==> src/rtl/exu_params.svh <==
// execute-stage ALU width definitions
// data word, word-mode operand and shift amount widths

`ifndef EXU_PARAMS_SVH
`define EXU_PARAMS_SVH

// data path
`define EXU_XLEN    64

// word-mode operand, low half of a data word
`define EXU_WORD_W  32

// shift amount, log2 of EXU_XLEN
`define EXU_SHAMT_W 6

`endif

==> src/rtl/exu_pkg.sv <==
// execute-stage ALU types
// data word, operation code, multiplier signedness and controller state

`include "exu_params.svh"

package exu_pkg;

    typedef logic [`EXU_XLEN-1:0] xlen_t;

    // ====================
    // operation code
    // ====================
    typedef enum logic [4:0] {
        ALU_ADD    = 5'd0,
        ALU_SUB    = 5'd1,
        ALU_SLT    = 5'd2,
        ALU_SLTU   = 5'd3,
        ALU_OR     = 5'd4,
        ALU_AND    = 5'd5,
        ALU_XOR    = 5'd6,
        ALU_SLL    = 5'd7,
        ALU_SRL    = 5'd8,
        ALU_SRA    = 5'd9,
        ALU_MUL    = 5'd10,
        ALU_MULH   = 5'd11,
        ALU_MULHSU = 5'd12,
        ALU_MULHU  = 5'd13,
        ALU_DIV    = 5'd14,
        ALU_DIVU   = 5'd15,
        ALU_REM    = 5'd16,
        ALU_REMU   = 5'd17
    } alu_op_e;

    // multiplicand sign in bit 1, multiplier sign in bit 0
    typedef logic [1:0] mul_sign_t;

    localparam mul_sign_t MUL_UU = 2'b00;
    localparam mul_sign_t MUL_SU = 2'b10;
    localparam mul_sign_t MUL_SS = 2'b11;

    typedef enum logic [2:0] {
        ST_IDLE     = 3'd0,
        ST_REQ_MUL  = 3'd1,
        ST_REQ_DIV  = 3'd2,
        ST_WAIT_MUL = 3'd3,
        ST_WAIT_DIV = 3'd4
    } alu_state_e;

endpackage

==> src/rtl/exu_shift.sv <==
// barrel shifter
// left shifts reuse the right shifter on the bit-reversed word

`include "exu_params.svh"

module exu_shift
    import exu_pkg::*;
(
    input  xlen_t                   din,
    input  logic [`EXU_SHAMT_W-1:0] shamt,
    input  logic                    left,
    input  logic                    arith,
    output xlen_t                   dout
);

    logic                   fill;
    xlen_t                  right_in;
    xlen_t                  right_out;
    logic [2*`EXU_XLEN-1:0] ext;

    function automatic xlen_t bit_rev(input xlen_t v);
        xlen_t r;
        for (int i = 0; i < `EXU_XLEN; i++) begin
            r[i] = v[`EXU_XLEN-1-i];
        end
        return r;
    endfunction

    // sign fill only for arithmetic right shifts
    assign fill      = arith & ~left & din[`EXU_XLEN-1];
    assign right_in  = left ? bit_rev(din) : din;
    assign ext       = {{`EXU_XLEN{fill}}, right_in} >> shamt;
    assign right_out = ext[`EXU_XLEN-1:0];
    assign dout      = left ? bit_rev(right_out) : right_out;

endmodule

==> src/rtl/exu_alu_datapath.sv <==
// ALU datapath
// word cut, shared adder/subtractor with less and zero flags,
// logic ops, shifter and single-cycle result select

`include "exu_params.svh"

module exu_alu_datapath
    import exu_pkg::*;
(
    input  alu_op_e op,
    input  logic    word_op,
    input  xlen_t   da,
    input  xlen_t   db,
    output xlen_t   op_a,
    output xlen_t   op_b,
    output xlen_t   comb_result,
    output logic    comb_less,
    output logic    comb_zero
);

    logic  sub_add;
    logic  us;
    logic  lr;
    logic  al;
    xlen_t b_in;
    xlen_t sum;
    logic  carry;
    logic  overflow;
    xlen_t shift_out;

    // ====================
    // word cut
    // ====================
    assign op_a = word_op ? {{(`EXU_XLEN-`EXU_WORD_W){1'b0}}, da[`EXU_WORD_W-1:0]} : da;
    assign op_b = word_op ? {{(`EXU_XLEN-`EXU_WORD_W){1'b0}}, db[`EXU_WORD_W-1:0]} : db;

    // control decode
    assign sub_add = op inside {ALU_SUB, ALU_SLT, ALU_SLTU};
    assign us      = (op == ALU_SLTU);
    assign lr      = (op == ALU_SLL);
    assign al      = (op == ALU_SRA);

    // ====================
    // adder and flags
    // ====================
    assign b_in         = op_b ^ {`EXU_XLEN{sub_add}};
    assign {carry, sum} = op_a + b_in + {{(`EXU_XLEN-1){1'b0}}, sub_add};

    assign overflow  = (op_a[`EXU_XLEN-1] == b_in[`EXU_XLEN-1]) &&
                       (op_a[`EXU_XLEN-1] != sum[`EXU_XLEN-1]);
    // unsigned less is the borrow out of a - b
    assign comb_less = us ? (carry ^ sub_add) : (overflow ^ sum[`EXU_XLEN-1]);
    assign comb_zero = (sum == '0);

    exu_shift u_shift (
        .din   (op_a),
        .shamt (op_b[`EXU_SHAMT_W-1:0]),
        .left  (lr),
        .arith (al),
        .dout  (shift_out)
    );

    // ====================
    // result select
    // ====================
    always_comb begin
        unique case (op)
            ALU_ADD, ALU_SUB: begin
                comb_result = sum;
            end
            ALU_SLT, ALU_SLTU: begin
                comb_result = {{(`EXU_XLEN-1){1'b0}}, comb_less};
            end
            ALU_OR:  comb_result = op_a | op_b;
            ALU_AND: comb_result = op_a & op_b;
            ALU_XOR: comb_result = op_a ^ op_b;
            ALU_SLL, ALU_SRL, ALU_SRA: begin
                comb_result = shift_out;
            end
            // mul/div results come from the external units
            default: comb_result = '0;
        endcase
    end

endmodule

==> src/rtl/exu_alu_ctrl.sv <==
// ALU controller
// issues mul/div requests to the external units, waits for the result
// and owns the registered outputs with their stall and flush rules

module exu_alu_ctrl
    import exu_pkg::*;
(
    input  logic      clk,
    input  logic      reset,
    input  logic      stall,
    input  logic      flush,
    input  alu_op_e   op,
    input  logic      word_op,
    input  xlen_t     op_a,
    input  xlen_t     op_b,
    input  xlen_t     comb_result,
    input  logic      comb_less,
    input  logic      comb_zero,
    output logic      alu_valid,
    output xlen_t     alu_result,
    output logic      less,
    output logic      zero,
    // multiplier
    output logic      mul_valid,
    output logic      mulw,
    output mul_sign_t mul_signed,
    output xlen_t     multiplicand,
    output xlen_t     multiplier,
    input  logic      mul_ready,
    input  logic      mul_out_valid,
    input  xlen_t     result_hi,
    input  xlen_t     result_lo,
    // divider
    output logic      div_valid,
    output logic      divw,
    output logic      div_signed,
    output xlen_t     dividend,
    output xlen_t     divisor,
    input  logic      div_ready,
    input  logic      div_out_valid,
    input  xlen_t     quotient,
    input  xlen_t     remainder
);

    alu_state_e state;
    alu_state_e next_state;
    logic       clear;
    logic       is_mul;
    logic       is_div;
    logic       launch_mul;
    logic       launch_div;
    logic       mul_done;
    logic       div_done;
    logic       sel_hi_rem;
    mul_sign_t  mul_sign_dec;

    // flush only counts when the stage is not stalled
    assign clear      = reset | (flush & ~stall);
    assign is_mul     = op inside {ALU_MUL, ALU_MULH, ALU_MULHSU, ALU_MULHU};
    assign is_div     = op inside {ALU_DIV, ALU_DIVU, ALU_REM, ALU_REMU};
    assign launch_mul = (state == ST_IDLE) & ~stall & is_mul;
    assign launch_div = (state == ST_IDLE) & ~stall & is_div;
    assign mul_done   = (state == ST_WAIT_MUL) & mul_out_valid;
    assign div_done   = (state == ST_WAIT_DIV) & div_out_valid;

    always_comb begin
        case (op)
            ALU_MULHSU: mul_sign_dec = MUL_SU;
            ALU_MULHU:  mul_sign_dec = MUL_UU;
            default:    mul_sign_dec = MUL_SS;
        endcase
    end

    // ====================
    // state machine
    // ====================
    always_comb begin
        next_state = state;
        unique case (state)
            ST_IDLE: begin
                if (launch_mul) begin
                    next_state = ST_REQ_MUL;
                end else if (launch_div) begin
                    next_state = ST_REQ_DIV;
                end
            end
            ST_REQ_MUL:  if (mul_ready) next_state = ST_WAIT_MUL;
            ST_REQ_DIV:  if (div_ready) next_state = ST_WAIT_DIV;
            ST_WAIT_MUL: if (mul_out_valid) next_state = ST_IDLE;
            ST_WAIT_DIV: if (div_out_valid) next_state = ST_IDLE;
            default:     next_state = ST_IDLE;
        endcase
    end

    always_ff @(posedge clk) begin
        if (clear) begin
            state <= ST_IDLE;
        end else begin
            state <= next_state;
        end
    end

    // ====================
    // request channels
    // ====================
    always_ff @(posedge clk) begin
        if (clear) begin
            mul_valid    <= 1'b0;
            mulw         <= 1'b0;
            mul_signed   <= MUL_UU;
            multiplicand <= '0;
            multiplier   <= '0;
            div_valid    <= 1'b0;
            divw         <= 1'b0;
            div_signed   <= 1'b0;
            dividend     <= '0;
            divisor      <= '0;
            sel_hi_rem   <= 1'b0;
        end else if (launch_mul) begin
            mul_valid    <= 1'b1;
            mulw         <= word_op;
            mul_signed   <= mul_sign_dec;
            multiplicand <= op_a;
            multiplier   <= op_b;
            sel_hi_rem   <= (op != ALU_MUL);
        end else if (launch_div) begin
            div_valid    <= 1'b1;
            divw         <= word_op;
            div_signed   <= op inside {ALU_DIV, ALU_REM};
            dividend     <= op_a;
            divisor      <= op_b;
            sel_hi_rem   <= op inside {ALU_REM, ALU_REMU};
        end else begin
            // valid drops once the unit has taken the request
            if (mul_valid && mul_ready) begin
                mul_valid <= 1'b0;
            end
            if (div_valid && div_ready) begin
                div_valid <= 1'b0;
            end
        end
    end

    // ====================
    // output registers
    // ====================
    always_ff @(posedge clk) begin
        if (clear) begin
            alu_valid  <= 1'b1;
            alu_result <= '0;
            less       <= 1'b0;
            zero       <= 1'b0;
        end else if (launch_mul || launch_div) begin
            alu_valid <= 1'b0;
        end else if (state == ST_IDLE && !stall) begin
            alu_result <= comb_result;
            less       <= comb_less;
            zero       <= comb_zero;
        end else if (mul_done) begin
            alu_valid  <= 1'b1;
            alu_result <= sel_hi_rem ? result_hi : result_lo;
        end else if (div_done) begin
            alu_valid  <= 1'b1;
            alu_result <= sel_hi_rem ? remainder : quotient;
        end
    end

endmodule

==> src/rtl/exu_alu.sv <==
// execute-stage ALU
// combinational datapath plus the controller that registers results
// and drives the external multiplier and divider

module exu_alu
    import exu_pkg::*;
(
    input  logic      clk,
    input  logic      reset,
    input  logic      stall,
    input  logic      flush,
    input  alu_op_e   op,
    input  logic      word_op,
    input  xlen_t     da,
    input  xlen_t     db,
    output logic      alu_valid,
    output xlen_t     alu_result,
    output logic      less,
    output logic      zero,
    output logic      mul_valid,
    output logic      mulw,
    output mul_sign_t mul_signed,
    output xlen_t     multiplicand,
    output xlen_t     multiplier,
    input  logic      mul_ready,
    input  logic      mul_out_valid,
    input  xlen_t     result_hi,
    input  xlen_t     result_lo,
    output logic      div_valid,
    output logic      divw,
    output logic      div_signed,
    output xlen_t     dividend,
    output xlen_t     divisor,
    input  logic      div_ready,
    input  logic      div_out_valid,
    input  xlen_t     quotient,
    input  xlen_t     remainder
);

    xlen_t op_a;
    xlen_t op_b;
    xlen_t comb_result;
    logic  comb_less;
    logic  comb_zero;

    exu_alu_datapath u_datapath (
        .op          (op),
        .word_op     (word_op),
        .da          (da),
        .db          (db),
        .op_a        (op_a),
        .op_b        (op_b),
        .comb_result (comb_result),
        .comb_less   (comb_less),
        .comb_zero   (comb_zero)
    );

    exu_alu_ctrl u_ctrl (
        .clk           (clk),
        .reset         (reset),
        .stall         (stall),
        .flush         (flush),
        .op            (op),
        .word_op       (word_op),
        .op_a          (op_a),
        .op_b          (op_b),
        .comb_result   (comb_result),
        .comb_less     (comb_less),
        .comb_zero     (comb_zero),
        .alu_valid     (alu_valid),
        .alu_result    (alu_result),
        .less          (less),
        .zero          (zero),
        .mul_valid     (mul_valid),
        .mulw          (mulw),
        .mul_signed    (mul_signed),
        .multiplicand  (multiplicand),
        .multiplier    (multiplier),
        .mul_ready     (mul_ready),
        .mul_out_valid (mul_out_valid),
        .result_hi     (result_hi),
        .result_lo     (result_lo),
        .div_valid     (div_valid),
        .divw          (divw),
        .div_signed    (div_signed),
        .dividend      (dividend),
        .divisor       (divisor),
        .div_ready     (div_ready),
        .div_out_valid (div_out_valid),
        .quotient      (quotient),
        .remainder     (remainder)
    );

endmodule

==> config.mk <==
export PLATFORM = sky130hd
export DESIGN_NAME = exu_alu
export DESIGN_NICKNAME = d
export VERILOG_FILES = /design/src/rtl/exu_pkg.sv /design/src/rtl/exu_shift.sv /design/src/rtl/exu_alu_datapath.sv /design/src/rtl/exu_alu_ctrl.sv /design/src/rtl/exu_alu.sv
export VERILOG_INCLUDE_DIRS = /design/src /design/src/rtl
export SDC_FILE = /design/constraint.sdc
export NUM_CORES = 1
export LEC_CHECK = 0
export CAP_MARGIN = 15
export CORE_AREA = 2 2 280 282
export DETAILED_ROUTE_END_ITERATION = 7
export DIE_AREA = 0 0 282 284
export DONT_BUFFER_PORTS = 1
export GPL_TIMING_DRIVEN = 0
export PLACE_DENSITY_LB_ADDON = 0.1
export SLEW_MARGIN = 20
export SYNTH_ARGS = -nofsm -noshare
export SYNTH_HDL_FRONTEND = slang
export SYNTH_SLANG_ARGS = --single-unit
==> constraint.sdc <==
create_clock -name clk -period 8.3 [get_ports clk]
set_input_delay 0.415 -clock clk [delete_from_list [all_inputs] [get_ports clk]]
set_output_delay 0.415 -clock clk [all_outputs]
set_load 0.1 [all_outputs]
# Yosys cells after proc, flatten, opt, wreduce, memory -nomap -nowiden
# Cells that the tools add are included.
# Widths: inputs -> output; s select.
# word_totals
word_cells	128
latch_bits	0
n_memories	0
out_inout_bits	330
mem_bits_ro	0
regBits	334
ramBits	0
inputBits	398
# classes
add_sub_neg	2
n_reduce_logical	29
n_mul	0
order_cmp	0
n_div	0
n_shift	1
n_eq_ne	31
n_bitwise	19
mux	30
# ops
op	n
$mux 64	9
$pmux 64 s6	1
$shr 128x6->64	1
$xor 64x64->64	2
$add 64x64->65	1
$add 65x1->65	1
$and 64x64->64	1
$logic_not 64->1	1
$or 64x64->64	1
$eq 5x4->1 const B	8
$eq 5x3->1 const B	4
$mux 3	6
$pmux 3 s5	1
$mux 1	12
$reduce_and 2->1	6
$eq 5x2->1 const B	2
$eq 5x5->1 const B	2
$reduce_bool 2->1	5
$reduce_bool 3->1	3
$and 1x1->1	8
$ne 2x2->1 const B	4
$reduce_bool 4->1	2
$eq 3x2->1 const B	2
$eq 5x1->1 const B	1
19 further kinds	28

# Longest topological paths before layout
# Gate-level depths: netlist of the first run.
# logic_depth
depth_word	11
ltp_mapped	19
mapped_depth_nobuf	17

# Modules after synthesis
# A second synthesis of the first run with hierarchy kept.
# hier_totals
cells_unflattened	4266
hier_area_um2	32233.4
# modules_own_cells
mod	cells_each	area_per_inst_um2	seq_area_each_um2	n_inst
exu_alu_ctrl	1913	15174.6	6686.4	1
exu_alu_datapath	1574	10371.2	0.0	1
exu_shift	779	6687.7	0.0	1

# Worst setup path before layout of the first run
# OpenSTA, ideal clock, no wires.
# synth_path
kind	input-to-reg
startpoint	input port db[1]
endpoint	register u_ctrl.zero
setup_ns	0.069
stages	18
path_buffers	3
arrival_time_ns	4.667
slack_ns	3.564
required_time_ns	8.231
cell_sequence	inv_1 clkbuf_1 buf_1 buf_1 xnor2_1 inv_1 fa_1 nand2b_1 a21oi_1 o21ai_1 a31o_2 a31oi_1 o21a_1 a21o_1 mux2_2 a2111oi_0 nand4b_1 o21ai_1
# synth_between
elab_chain_cells	5
# synth_rtl
item	line_no	rtl
start, declared	exu_alu.sv:15	input xlen_t db,
$mux 64	exu_alu_datapath.sv:35	assign op_b = word_op ? {{(`EXU_XLEN-`EXU_WORD_W){1'b0}}, db[`EXU_WORD_W-1:0]} : db;
$xor 64x64->64	exu_alu_datapath.sv:46	assign b_in = op_b ^ {`EXU_XLEN{sub_add}};
$add 64x64->65	exu_alu_datapath.sv:47	assign {carry, sum} = op_a + b_in + {{(`EXU_XLEN-1){1'b0}}, sub_add};
$add 65x1->65	exu_alu_datapath.sv:47	
$logic_not 64->1	exu_alu_datapath.sv:53	assign comb_zero = (sum == '0);
end signal, assigned	exu_alu_ctrl.sv:158	zero <= comb_zero;
end, declared	exu_alu_ctrl.sv:22	output logic zero,
# Every way passes these cells.
# A chain may end at the register's enable or synchronous reset.

# Worst setup path in the final report of the first run
# Same ends and word-level chain as after synthesis.

==> results.md, run 1 <==
* Status: complete, no violations
* RSZ-0062 raised after global routing: false
* Count of flip-flops with a built-in enable after synthesis at 0
* Final worst slack at 906 ps
* FFs w/ async S/R, synth at 0
* Gate Count Post-Synth at 3,681
* Tcrit/Tclk final at 0.891
* Unique masters post-synth at 92
* Count of max-cap constraint violations at 0
* Number of pins exceeding their max-slew limit in the final report at 0
* Data required time of the worst path at ~9000 ps
* Row count at 102
* Die area at 80,100 sq um
* Library cell occupying the most area in the post-synthesis netlist: sky130_fd_sc_hd__dfxtp_1
* Die H at 284 microns
* Placed Cells at 4,728
* DRT iter0 DRCs at 4,805
* Kind of start point of the critical path: input port
* Total leakage power at 11.3 nW
* Count of nets after finishing at 4,377
* Type of the most critical hold path: in2reg
* Clock input transition at the sequential cells of the worst setup and hold paths at 70 ps
* Detail Route Antenna Nets at 0
* Overall Global Routing Usage at 0.461
* Total power of the final layout at 0.00534 W
* Number of global-route vias before repair at 29,778
* Proportion of layout cells with a drive suffix above 1 at 0.0737
* Most frequent cell after synthesis: sky130_fd_sc_hd__nand2_1
* Tightest slew margin relative to the limit at 0.107
* Drt total wl at 192,000 microns
* Synth Flop Type: sky130_fd_sc_hd__dfxtp_1
* Global-route wire length before repair at 255,000 microns
* Number of synthesized register bits at 334
* Signal arrival time at the worst endpoint at 7920 ps
* Initial DRT Pass Iterations at 6
* Num ports at 728
* Resized Gates After CTS at 0
* Element type at the critical path end: register
* Buffer type at the clock tree root: sky130_fd_sc_hd__clkbuf_16
* Number of antenna violations at the first check in global routing at 41
* Clock sink count at 334
* Final count of negative-setup-slack endpoints at 0
* Routed via count divided by cell count at just under 7
* Path type of the worst setup path: in2reg
* Estimated wirelength of the detail-placed design at 157,000 microns
* CTS tree: done
* Fmax at 135 MHz
* Total DRC errors in the routed layout at 0
* Share of synthesized area occupied by flip-flops and latches at 0.234
* Input/output buffers at 0
* Final hold violation count at 0
* Minimum clock period after layout at 7390 ps
* Worst slew pin tran at 1330 ps
* Worst-skew pair later-pin latency at 610 ps
* Largest net degree at the start of global routing at 13
* Worst-path fanout max at 10
* Max H-tree Level at 2
* Core area at 77,000 sq um
* Post-synthesis average cell area at 7.76 sq um
* Clock skew after layout at 19.9 ps
* Number of vias in the routed layout at around 33,000
* Number of non-filler instances in the completed layout at 4,869
* Die X-Extent at 282 microns
* Average wire length per cell after detail routing at 39.4 microns
* Highest ir drop seen on vdd at 0.000161 V
* Synthesized area at 28,600 sq um
* Synth warnings at 0
* Area growth from synthesis to final layout at 11.5%
* Overflow left after global routing at 0
* Leading post-synthesis cells by cell area: sky130_fd_sc_hd__dfxtp_1 (23%), sky130_fd_sc_hd__mux4_2 (12%), sky130_fd_sc_hd__nand2_1 (10%), sky130_fd_sc_hd__ha_1 (8.4%), sky130_fd_sc_hd__a21oi_1 (7.9%)
* Clock Path Buffers at 3
* Pre-CTS WS at 981 ps
* Share of the synthesized area in the top cell type at 0.234
* Final weighted congestion of routability-driven global placement at 1.09
* Top cells by count, synth: sky130_fd_sc_hd__nand2_1 (789), sky130_fd_sc_hd__a21oi_1 (453), sky130_fd_sc_hd__dfxtp_1 (334), sky130_fd_sc_hd__clkbuf_1 (263), sky130_fd_sc_hd__ha_1 (191)
* Number of CTS-inserted buffers at 39
* Power density over the cells at 168 nW/um^2
* Initial cell density of the core at 0.371
* Net count of the mapped netlist at roughly 4,300
==> state kept, by name, summed over array words and instances (netlist names) <==
signal / count
u_ctrl.sel_hi_rem: 1
u_ctrl.alu_result: 64
u_ctrl.div_valid: 1
u_ctrl.multiplier: 64
u_ctrl.alu_valid: 1
u_ctrl.divisor: 64
u_ctrl.less: 1
u_ctrl.dividend: 64
u_ctrl.divw: 1
u_ctrl.mulw: 1
u_ctrl.div_signed: 1
u_ctrl.state: 3
u_ctrl.mul_valid: 1
u_ctrl.multiplicand: 64
u_ctrl.zero: 1
u_ctrl.mul_signed: 2
==> cell usage in the layout (no fill, tap or decap), types with 14 or more instances in the layout <==
cell type	instances
sky130_fd_sc_hd__clkbuf_1	265
sky130_fd_sc_hd__xnor2_1	75
sky130_fd_sc_hd__a211oi_1	59
sky130_fd_sc_hd__nor2b_1	71
sky130_fd_sc_hd__a221o_1	14
sky130_fd_sc_hd__mux2i_1	129
sky130_fd_sc_hd__and3_1	20
sky130_fd_sc_hd__a31oi_1	25
sky130_fd_sc_hd__mux2_2	14
sky130_fd_sc_hd__buf_1	29
sky130_fd_sc_hd__nand2_1	789
sky130_fd_sc_hd__diode_2	18
sky130_fd_sc_hd__o21ai_0	168
sky130_fd_sc_hd__o21ai_1	45
sky130_fd_sc_hd__a21oi_1	453
sky130_fd_sc_hd__and2_1	21
sky130_fd_sc_hd__nor3_1	39
sky130_fd_sc_hd__a221oi_1	49
sky130_fd_sc_hd__xor2_1	19
sky130_fd_sc_hd__nand3_1	54
sky130_fd_sc_hd__a222oi_1	14
sky130_fd_sc_hd__a22oi_1	34
sky130_fd_sc_hd__o211ai_1	33
sky130_fd_sc_hd__inv_1	140
sky130_fd_sc_hd__mux4_2	148
sky130_fd_sc_hd__buf_2	17
sky130_fd_sc_hd__nor2_1	131
sky130_fd_sc_hd__dlygate4sd3_1	58
sky130_fd_sc_hd__o21a_1	22
sky130_fd_sc_hd__clkbuf_16	39
sky130_fd_sc_hd__dfxtp_1	331
sky130_fd_sc_hd__ha_1	191
sky130_fd_sc_hd__or3_1	17
sky130_fd_sc_hd__nand4_1	21
sky130_fd_sc_hd__a21o_1	30
==> through the flow <==
| stage | TNS [ps] | hold WS (ps) | area [sq um] | utilization |
|---|---|---|---|---|
| 2_1_floorplan | 0 | 551 | 28600 | - |
| 3_3_place_gp | -414 | 553 | 29900 | 0.388 |
| 3_5_place_dp | 0 | 559 | 30000 | 0.390 |
| 4_1_cts | 0 | 7.47 | 31800 | 0.413 |
| 5_1_grt | 0 | 40.4 | 31800 | 0.413 |
| 6_report | 0 | 11.8 | 31800 | 0.414 |
==> path summary, 6_finish.rpt <==
| kind | start | endpoint | slack, ps | depth (start not counted) |
|---|---|---|---|---|
| max | db[1] | u_ctrl.zero$_SDFFE_PP0P_ | 910 | 18 |
| min | mul_ready | u_ctrl.mul_valid$_SDFFE_PP0P_ | 10 | 3 |
| max reg2reg | u_ctrl.state[2]$_SDFFE_PP0P_ | u_ctrl.zero$_SDFFE_PP0P_ | 2510 | 13 |
| min reg2reg | u_ctrl.state[2]$_SDFFE_PP0P_ | u_ctrl.state[2]$_SDFFE_PP0P_ | 650 | 3 |
==> routing by layer <==
metal | up-vias | wire (microns) | global-route usage
met1 | 16289 | 76200 | 0.609
met2 | 2524 | 78800 | 0.656
met5 | - | 243 | 0
li1 | 13531 | - | -
met3 | 529 | 24400 | 0.161
met4 | 34 | 12300 | 0.238
==> worst max-delay path, cell delays in order <==
cell	delay (ps)
sky130_fd_sc_hd__inv_1	70
sky130_fd_sc_hd__clkbuf_1	650
sky130_fd_sc_hd__buf_1	720
sky130_fd_sc_hd__buf_1	700
sky130_fd_sc_hd__xnor2_1	220
sky130_fd_sc_hd__inv_1	80
sky130_fd_sc_hd__fa_1	410
sky130_fd_sc_hd__nand2b_1	320
sky130_fd_sc_hd__a21oi_1	530
sky130_fd_sc_hd__o21ai_1	200
sky130_fd_sc_hd__a31o_2	340
sky130_fd_sc_hd__a31oi_1	920
sky130_fd_sc_hd__o21a_1	390
sky130_fd_sc_hd__xnor2_1	450
sky130_fd_sc_hd__o2111ai_1	270
sky130_fd_sc_hd__nor4_2	740
sky130_fd_sc_hd__nand4b_1	240
sky130_fd_sc_hd__o21ai_1	200
==> where the power goes <==
group | internal (W) | leakage (nW) | switching (W)
clock network | 0.000937 | 0.593 | 0.000790
registers | 0.00164 | 2.70 | 0.000283
logic | 0.000503 | 7.99 | 0.00119
total | 0.00308 | 11.3 | 0.00226
==> logic make-up (layout without fill, tap and decap cells) <==
family,after synthesis,count (layout),share of synthesized area
AND/OR/NAND/NOR,1224,1224,0.186
AO/OA/AOI/OAI,1090,1090,0.238
buffers and inverters,455,585,0.0609
flip-flops,334,334,0.234
multiplexers,292,292,0.168
adder cells (fa/ha/maj),192,192,0.0844
XOR/XNOR,94,94,0.0288
other,0,18,0
==> timing repair <==
action,CTS,global route
setup endpoints to repair,0,0
setup buffers,0,0
hold buffers,58,0
endpoints found under the hold margin,116,0
==> area by class of cell <==
type | instances | area, sq um
Fill cell | 8052 | 45100
Clock buffer | 52 | 1090
Sequential cell | 334 | 6690
Multi-Input combinational cell | 2892 | 20200
Timing Repair Buffer | 65 | 647
Buffer | 310 | 1200
Antenna cell | 18 | 45.0
Clock inverter | 13 | 130
Inverter | 145 | 544
Tap cell | 1040 | 1300
No activity file was read; power rests on OpenSTA's default activity.
==> run 2: changes to the inputs <==
Settings changed: SYNTH_HIERARCHICAL from default to 1.
==> run 2 against run 1 <==
Against the previous run: fmax increased by 9.7%; area after synthesis is 13% higher; die area stayed put; cell count grew 11%; sequential power increased by 8%; combinational power up 17%; power up 11%; largest power group unchanged.
==> results.md, run 2 <==
* Signal arrival time at the worst endpoint at 7170 ps (-750 ps)
* Top cells by count, synth: sky130_fd_sc_hd__nand2_1 (1,006), sky130_fd_sc_hd__a21oi_1 (556), sky130_fd_sc_hd__dfxtp_1 (334), sky130_fd_sc_hd__nor2_1 (245), sky130_fd_sc_hd__clkbuf_1 (220)
* Global-route met1 utilization at 0.551 (-0.0576)
* Register area at 6690 sq um (about the same)
* Net count of the mapped netlist at 4,862 (+14%)
* Crit path cell chain: clkbuf_1 > clkbuf_1 > clkbuf_1 > and3_1 > buf_6 > buf_12 > buf_12 > buf_6 > buf_6 > nand3b_1 > buf_2 > nand2_1 > o221ai_1 > a21oi_1 > a311oi_2 > a22oi_1 > a222oi_1 > inv_1 > a2111oi_4 > nor3_2
* CP Launch Point: op[1]
* Overall Global Routing Usage at 0.432 (-0.0282)
* Element type at the critical path end: register
* Area growth from synthesis to final layout at 8.58%
* Num ports at 728 (unchanged)
* Worst hold path startpoint: div_out_valid
* Clock skew after layout at 24.2 ps (+4.33 ps)
* Setup slack of the worst register-to-register path at 4350 ps (+1840 ps)
* Drt total wl at 181,000 microns (-5.9%)
* Detail Route Antenna Nets at 0 (unchanged)
* Initial cell density of the core at 0.419 (+0.0477)
* # Post-CTS Setup Buffers at 0 (unchanged)
* Logic depth of the worst register-to-register path at 7 (-6)
* Synth Flop Type: sky130_fd_sc_hd__dfxtp_1
* Finished Cell Area at 35,000 sq um (+9.9%)
* Final hold violation count at 0 (unchanged)
* Area taken by multi-input logic gates at 22,700 sq um (+12%)
* Final count of negative-setup-slack endpoints at 0 (unchanged)
* Fill cell instance count of the final layout at 8,016 (-0.45%)
* Number of vias in the routed layout at 34,826 (+5.8%)
* Total DRC errors in the routed layout at 0 (unchanged)
* Final weighted congestion of routability-driven global placement at 1.08 (-0.64%)
* Count of max-cap constraint violations at 0 (unchanged)
* Minimum clock period after layout at 6740 ps (-656 ps)
* Worst Hold End: u_ctrl/state[2]$_SDFFE_PP0P_
* WHS at 37.7 ps (+25.9 ps)
* Routed via count divided by cell count at 6.46 (-4.5%)
* FFs w/ async S/R, synth at 0 (unchanged)
* Worst-path fanout max at 10 (unchanged)
* Fmax at 148 MHz (+9.7%)
* Global-route wire length before repair at 248,000 microns (-2.6%)
* Data required time of the worst path at 8740 ps (-90 ps)
* DRT iter0 DRCs at 4,510 (-6.1%)
* Global Route met3 Usage at 0.107 (-0.0546)
* WP buf/inv at 10 (+5)
* Met2 track utilization from global routing at 0.661 (+0.00504)
* Type of the most critical hold path: in2reg
* Proportion of layout cells with a drive suffix above 1 at 0.114 (+0.0405)
* Most frequent cell after synthesis: sky130_fd_sc_hd__nand2_1
* Number of CTS-inserted buffers at 39 (unchanged)
* Number of global-route vias before repair at 32,497 (+9.1%)
* Worst-skew pair later-pin latency at 590 ps (-20 ps)
* Power density over the cells at 169 nW/um^2 (+0.75%)
* Top library cells by usage in the layout, fill and taps aside: sky130_fd_sc_hd__nand2_1 (1,006), sky130_fd_sc_hd__a21oi_1 (556), sky130_fd_sc_hd__dfxtp_1 (334)
* Clock Path Buffers at 3 (unchanged)
* Max H-tree Level at 2 (unchanged)
* Worst r2r src: u_ctrl/state[1]$_SDFFE_PP0P_
* CTS tree: done
* Synthesized area at 32,200 sq um (+13%)
* Input/output buffers at 0 (unchanged)
* Buffer type at the clock tree root: sky130_fd_sc_hd__clkbuf_16
* Worst path max stage delay at 830 ps (-90 ps)
* Global routing's busiest layer: met2
* Core area at 77,000 sq um (unchanged)
* RSZ-0062 raised after global routing: false
* Overflow left after global routing at 0 (unchanged)
* WHS Path Cells at 3 (unchanged)
* Count of nets after finishing at 4,908 (+12%)
* Capture instance of the worst register-to-register path: u_ctrl/multiplier[18]$_SDFFE_PP0P_
* Status: complete, no violations
* Initial DRT Pass Iterations at 7 (+1)
* Leading post-synthesis cells by cell area: sky130_fd_sc_hd__dfxtp_1 (21%), sky130_fd_sc_hd__nand2_1 (12%), sky130_fd_sc_hd__a21oi_1 (8.6%), sky130_fd_sc_hd__ha_1 (7.6%), sky130_fd_sc_hd__mux4_2 (5.4%)
* Post-Route Setup TNS at 0 ps (unchanged)
* Largest net degree at the start of global routing at 14 (+1)
* Die area at 80,100 sq um (unchanged)
* Gate Count Post-Synth at 4,266 (+16%)
* Path type of the worst setup path: in2reg
* Average wire length per cell after detail routing at 33.5 microns (-15%)
* Number of pins exceeding their max-slew limit in the final report at 0 (unchanged)
* Total leakage power at 13.4 nW (+19%)
* Row count at 102 (unchanged)
* Unique masters post-synth at 106 (+15%)
* Most frequent standard cell in the layout excluding fill and tap cells: sky130_fd_sc_hd__nand2_1
* Number of antenna violations at the first check in global routing at 17 (-59%)
* Slowest library cell on the worst path: sky130_fd_sc_hd__o221ai_1
* Tightest slew margin relative to the limit at 0.225 (+0.118)
* Share of synthesized area occupied by flip-flops and latches at 0.207 (-0.0267)
* Estimated wirelength of the detail-placed design at 147,000 microns (-6.1%)
* Library cell occupying the most area in the post-synthesis netlist: sky130_fd_sc_hd__dfxtp_1
* Clock input transition at the sequential cells of the worst setup and hold paths at 70 ps (about the same)
* Clock sink count at 334 (unchanged)
* Share of the synthesized area in the top cell type at 0.207 (-0.0267)
* Highest ir drop seen on vdd at 0.000146 V (-8.9%)
* Count of flip-flops with a built-in enable after synthesis at 0 (unchanged)
* Synth warnings at 6 (+6)
* Kind of start point of the critical path: input port
* Number of synthesized register bits at 334 (unchanged)
* Worst slew pin tran at 1150 ps (-177 ps)
* Tcrit/Tclk final at 0.812 (-0.0790)
* Die H at 284 microns (unchanged)
* Final Core Density at 0.455 (+0.0410)
* Dominant delay contributor by cell family on the critical path: buffers and inverters
* Post-synthesis average cell area at 7.56 sq um (-2.6%)
* Die X-Extent at 282 microns (unchanged)
* Cell area reported after detailed placement at 33,600 sq um (+12%)
run 2: layout make-up:
cell class / instances / area share
multi-input combinational: 3335 / 0.649
sequential: 334 / 0.191
inverter: 199 / 0.0213
tap: 1040 / 0.0372
buffer: 398 / 0.0607
clock buffer: 57 / 0.0333
timing repair buffer: 5 / 0.00143
antenna: 11 / 0.000787
clock inverter: 14 / 0.00558
run 2: where the power goes:
part	switching (W)	total [W]	internal (W)	leakage (nW)
logic	0.00133	0.00197	0.000637	10.0
registers	0.000411	0.00207	0.00165	2.70
clock network	0.000780	0.00188	0.00110	0.669
run 2: metrics by stage:
step | setup WS (ps) | std cells | total power, W
4_1_cts | 1920 | 5382 | 0.00587
2_1_floorplan | 2700 | 4266 | 0.00333
3_3_place_gp | 847 | 5306 | 0.00399
6_report | 1560 | 5393 | 0.00591
3_5_place_dp | 1330 | 5306 | 0.00398
5_1_grt | 1470 | 5382 | 0.00607
run 2: worst max-delay path by stage:
stage	end	cells past startpoint
after floorplan	u_ctrl/zero$_SDFFE_PP0P_	21
after global placement	u_ctrl/alu_result[0]$_SDFFE_PP0P_	17
after detailed placement	u_ctrl/alu_result[0]$_SDFFE_PP0P_	17
after CTS	u_ctrl/alu_result[0]$_SDFFE_PP0P_	17
after global routing	u_ctrl/zero$_SDFFE_PP0P_	20
final	u_ctrl/alu_result[44]$_SDFFE_PP0P_	20
run 2: cell families (layout without fill, tap and decap cells):
kind of cell,count (synthesis),count (layout),synth area share
AO/OA/AOI/OAI,1169,1169,0.257
AND/OR/NAND/NOR,1634,1634,0.227
buffers and inverters,597,673,0.0890
flip-flops,334,334,0.207
XOR/XNOR,117,117,0.0318
other,0,11,0
adder cells (fa/ha/maj),198,198,0.0771
multiplexers,217,217,0.111
run 2: timing repair:
item                      4_1_cts  5_1_grt
hold endpoints to repair        7        0
hold buffers                    5        0
resized for setup               0        0
run 2: per-layer routing:
metal,vias up,part of all wire
met4,0,0.070
met1,16969,0.39
met3,510,0.11
met5,-,0
li1,15086,-
met2,2261,0.44
run 2: worst min-delay path: stages:
cell                      delay, ps
sky130_fd_sc_hd__nor2_1          20
sky130_fd_sc_hd__nand3_1         60
sky130_fd_sc_hd__o21ai_0         70
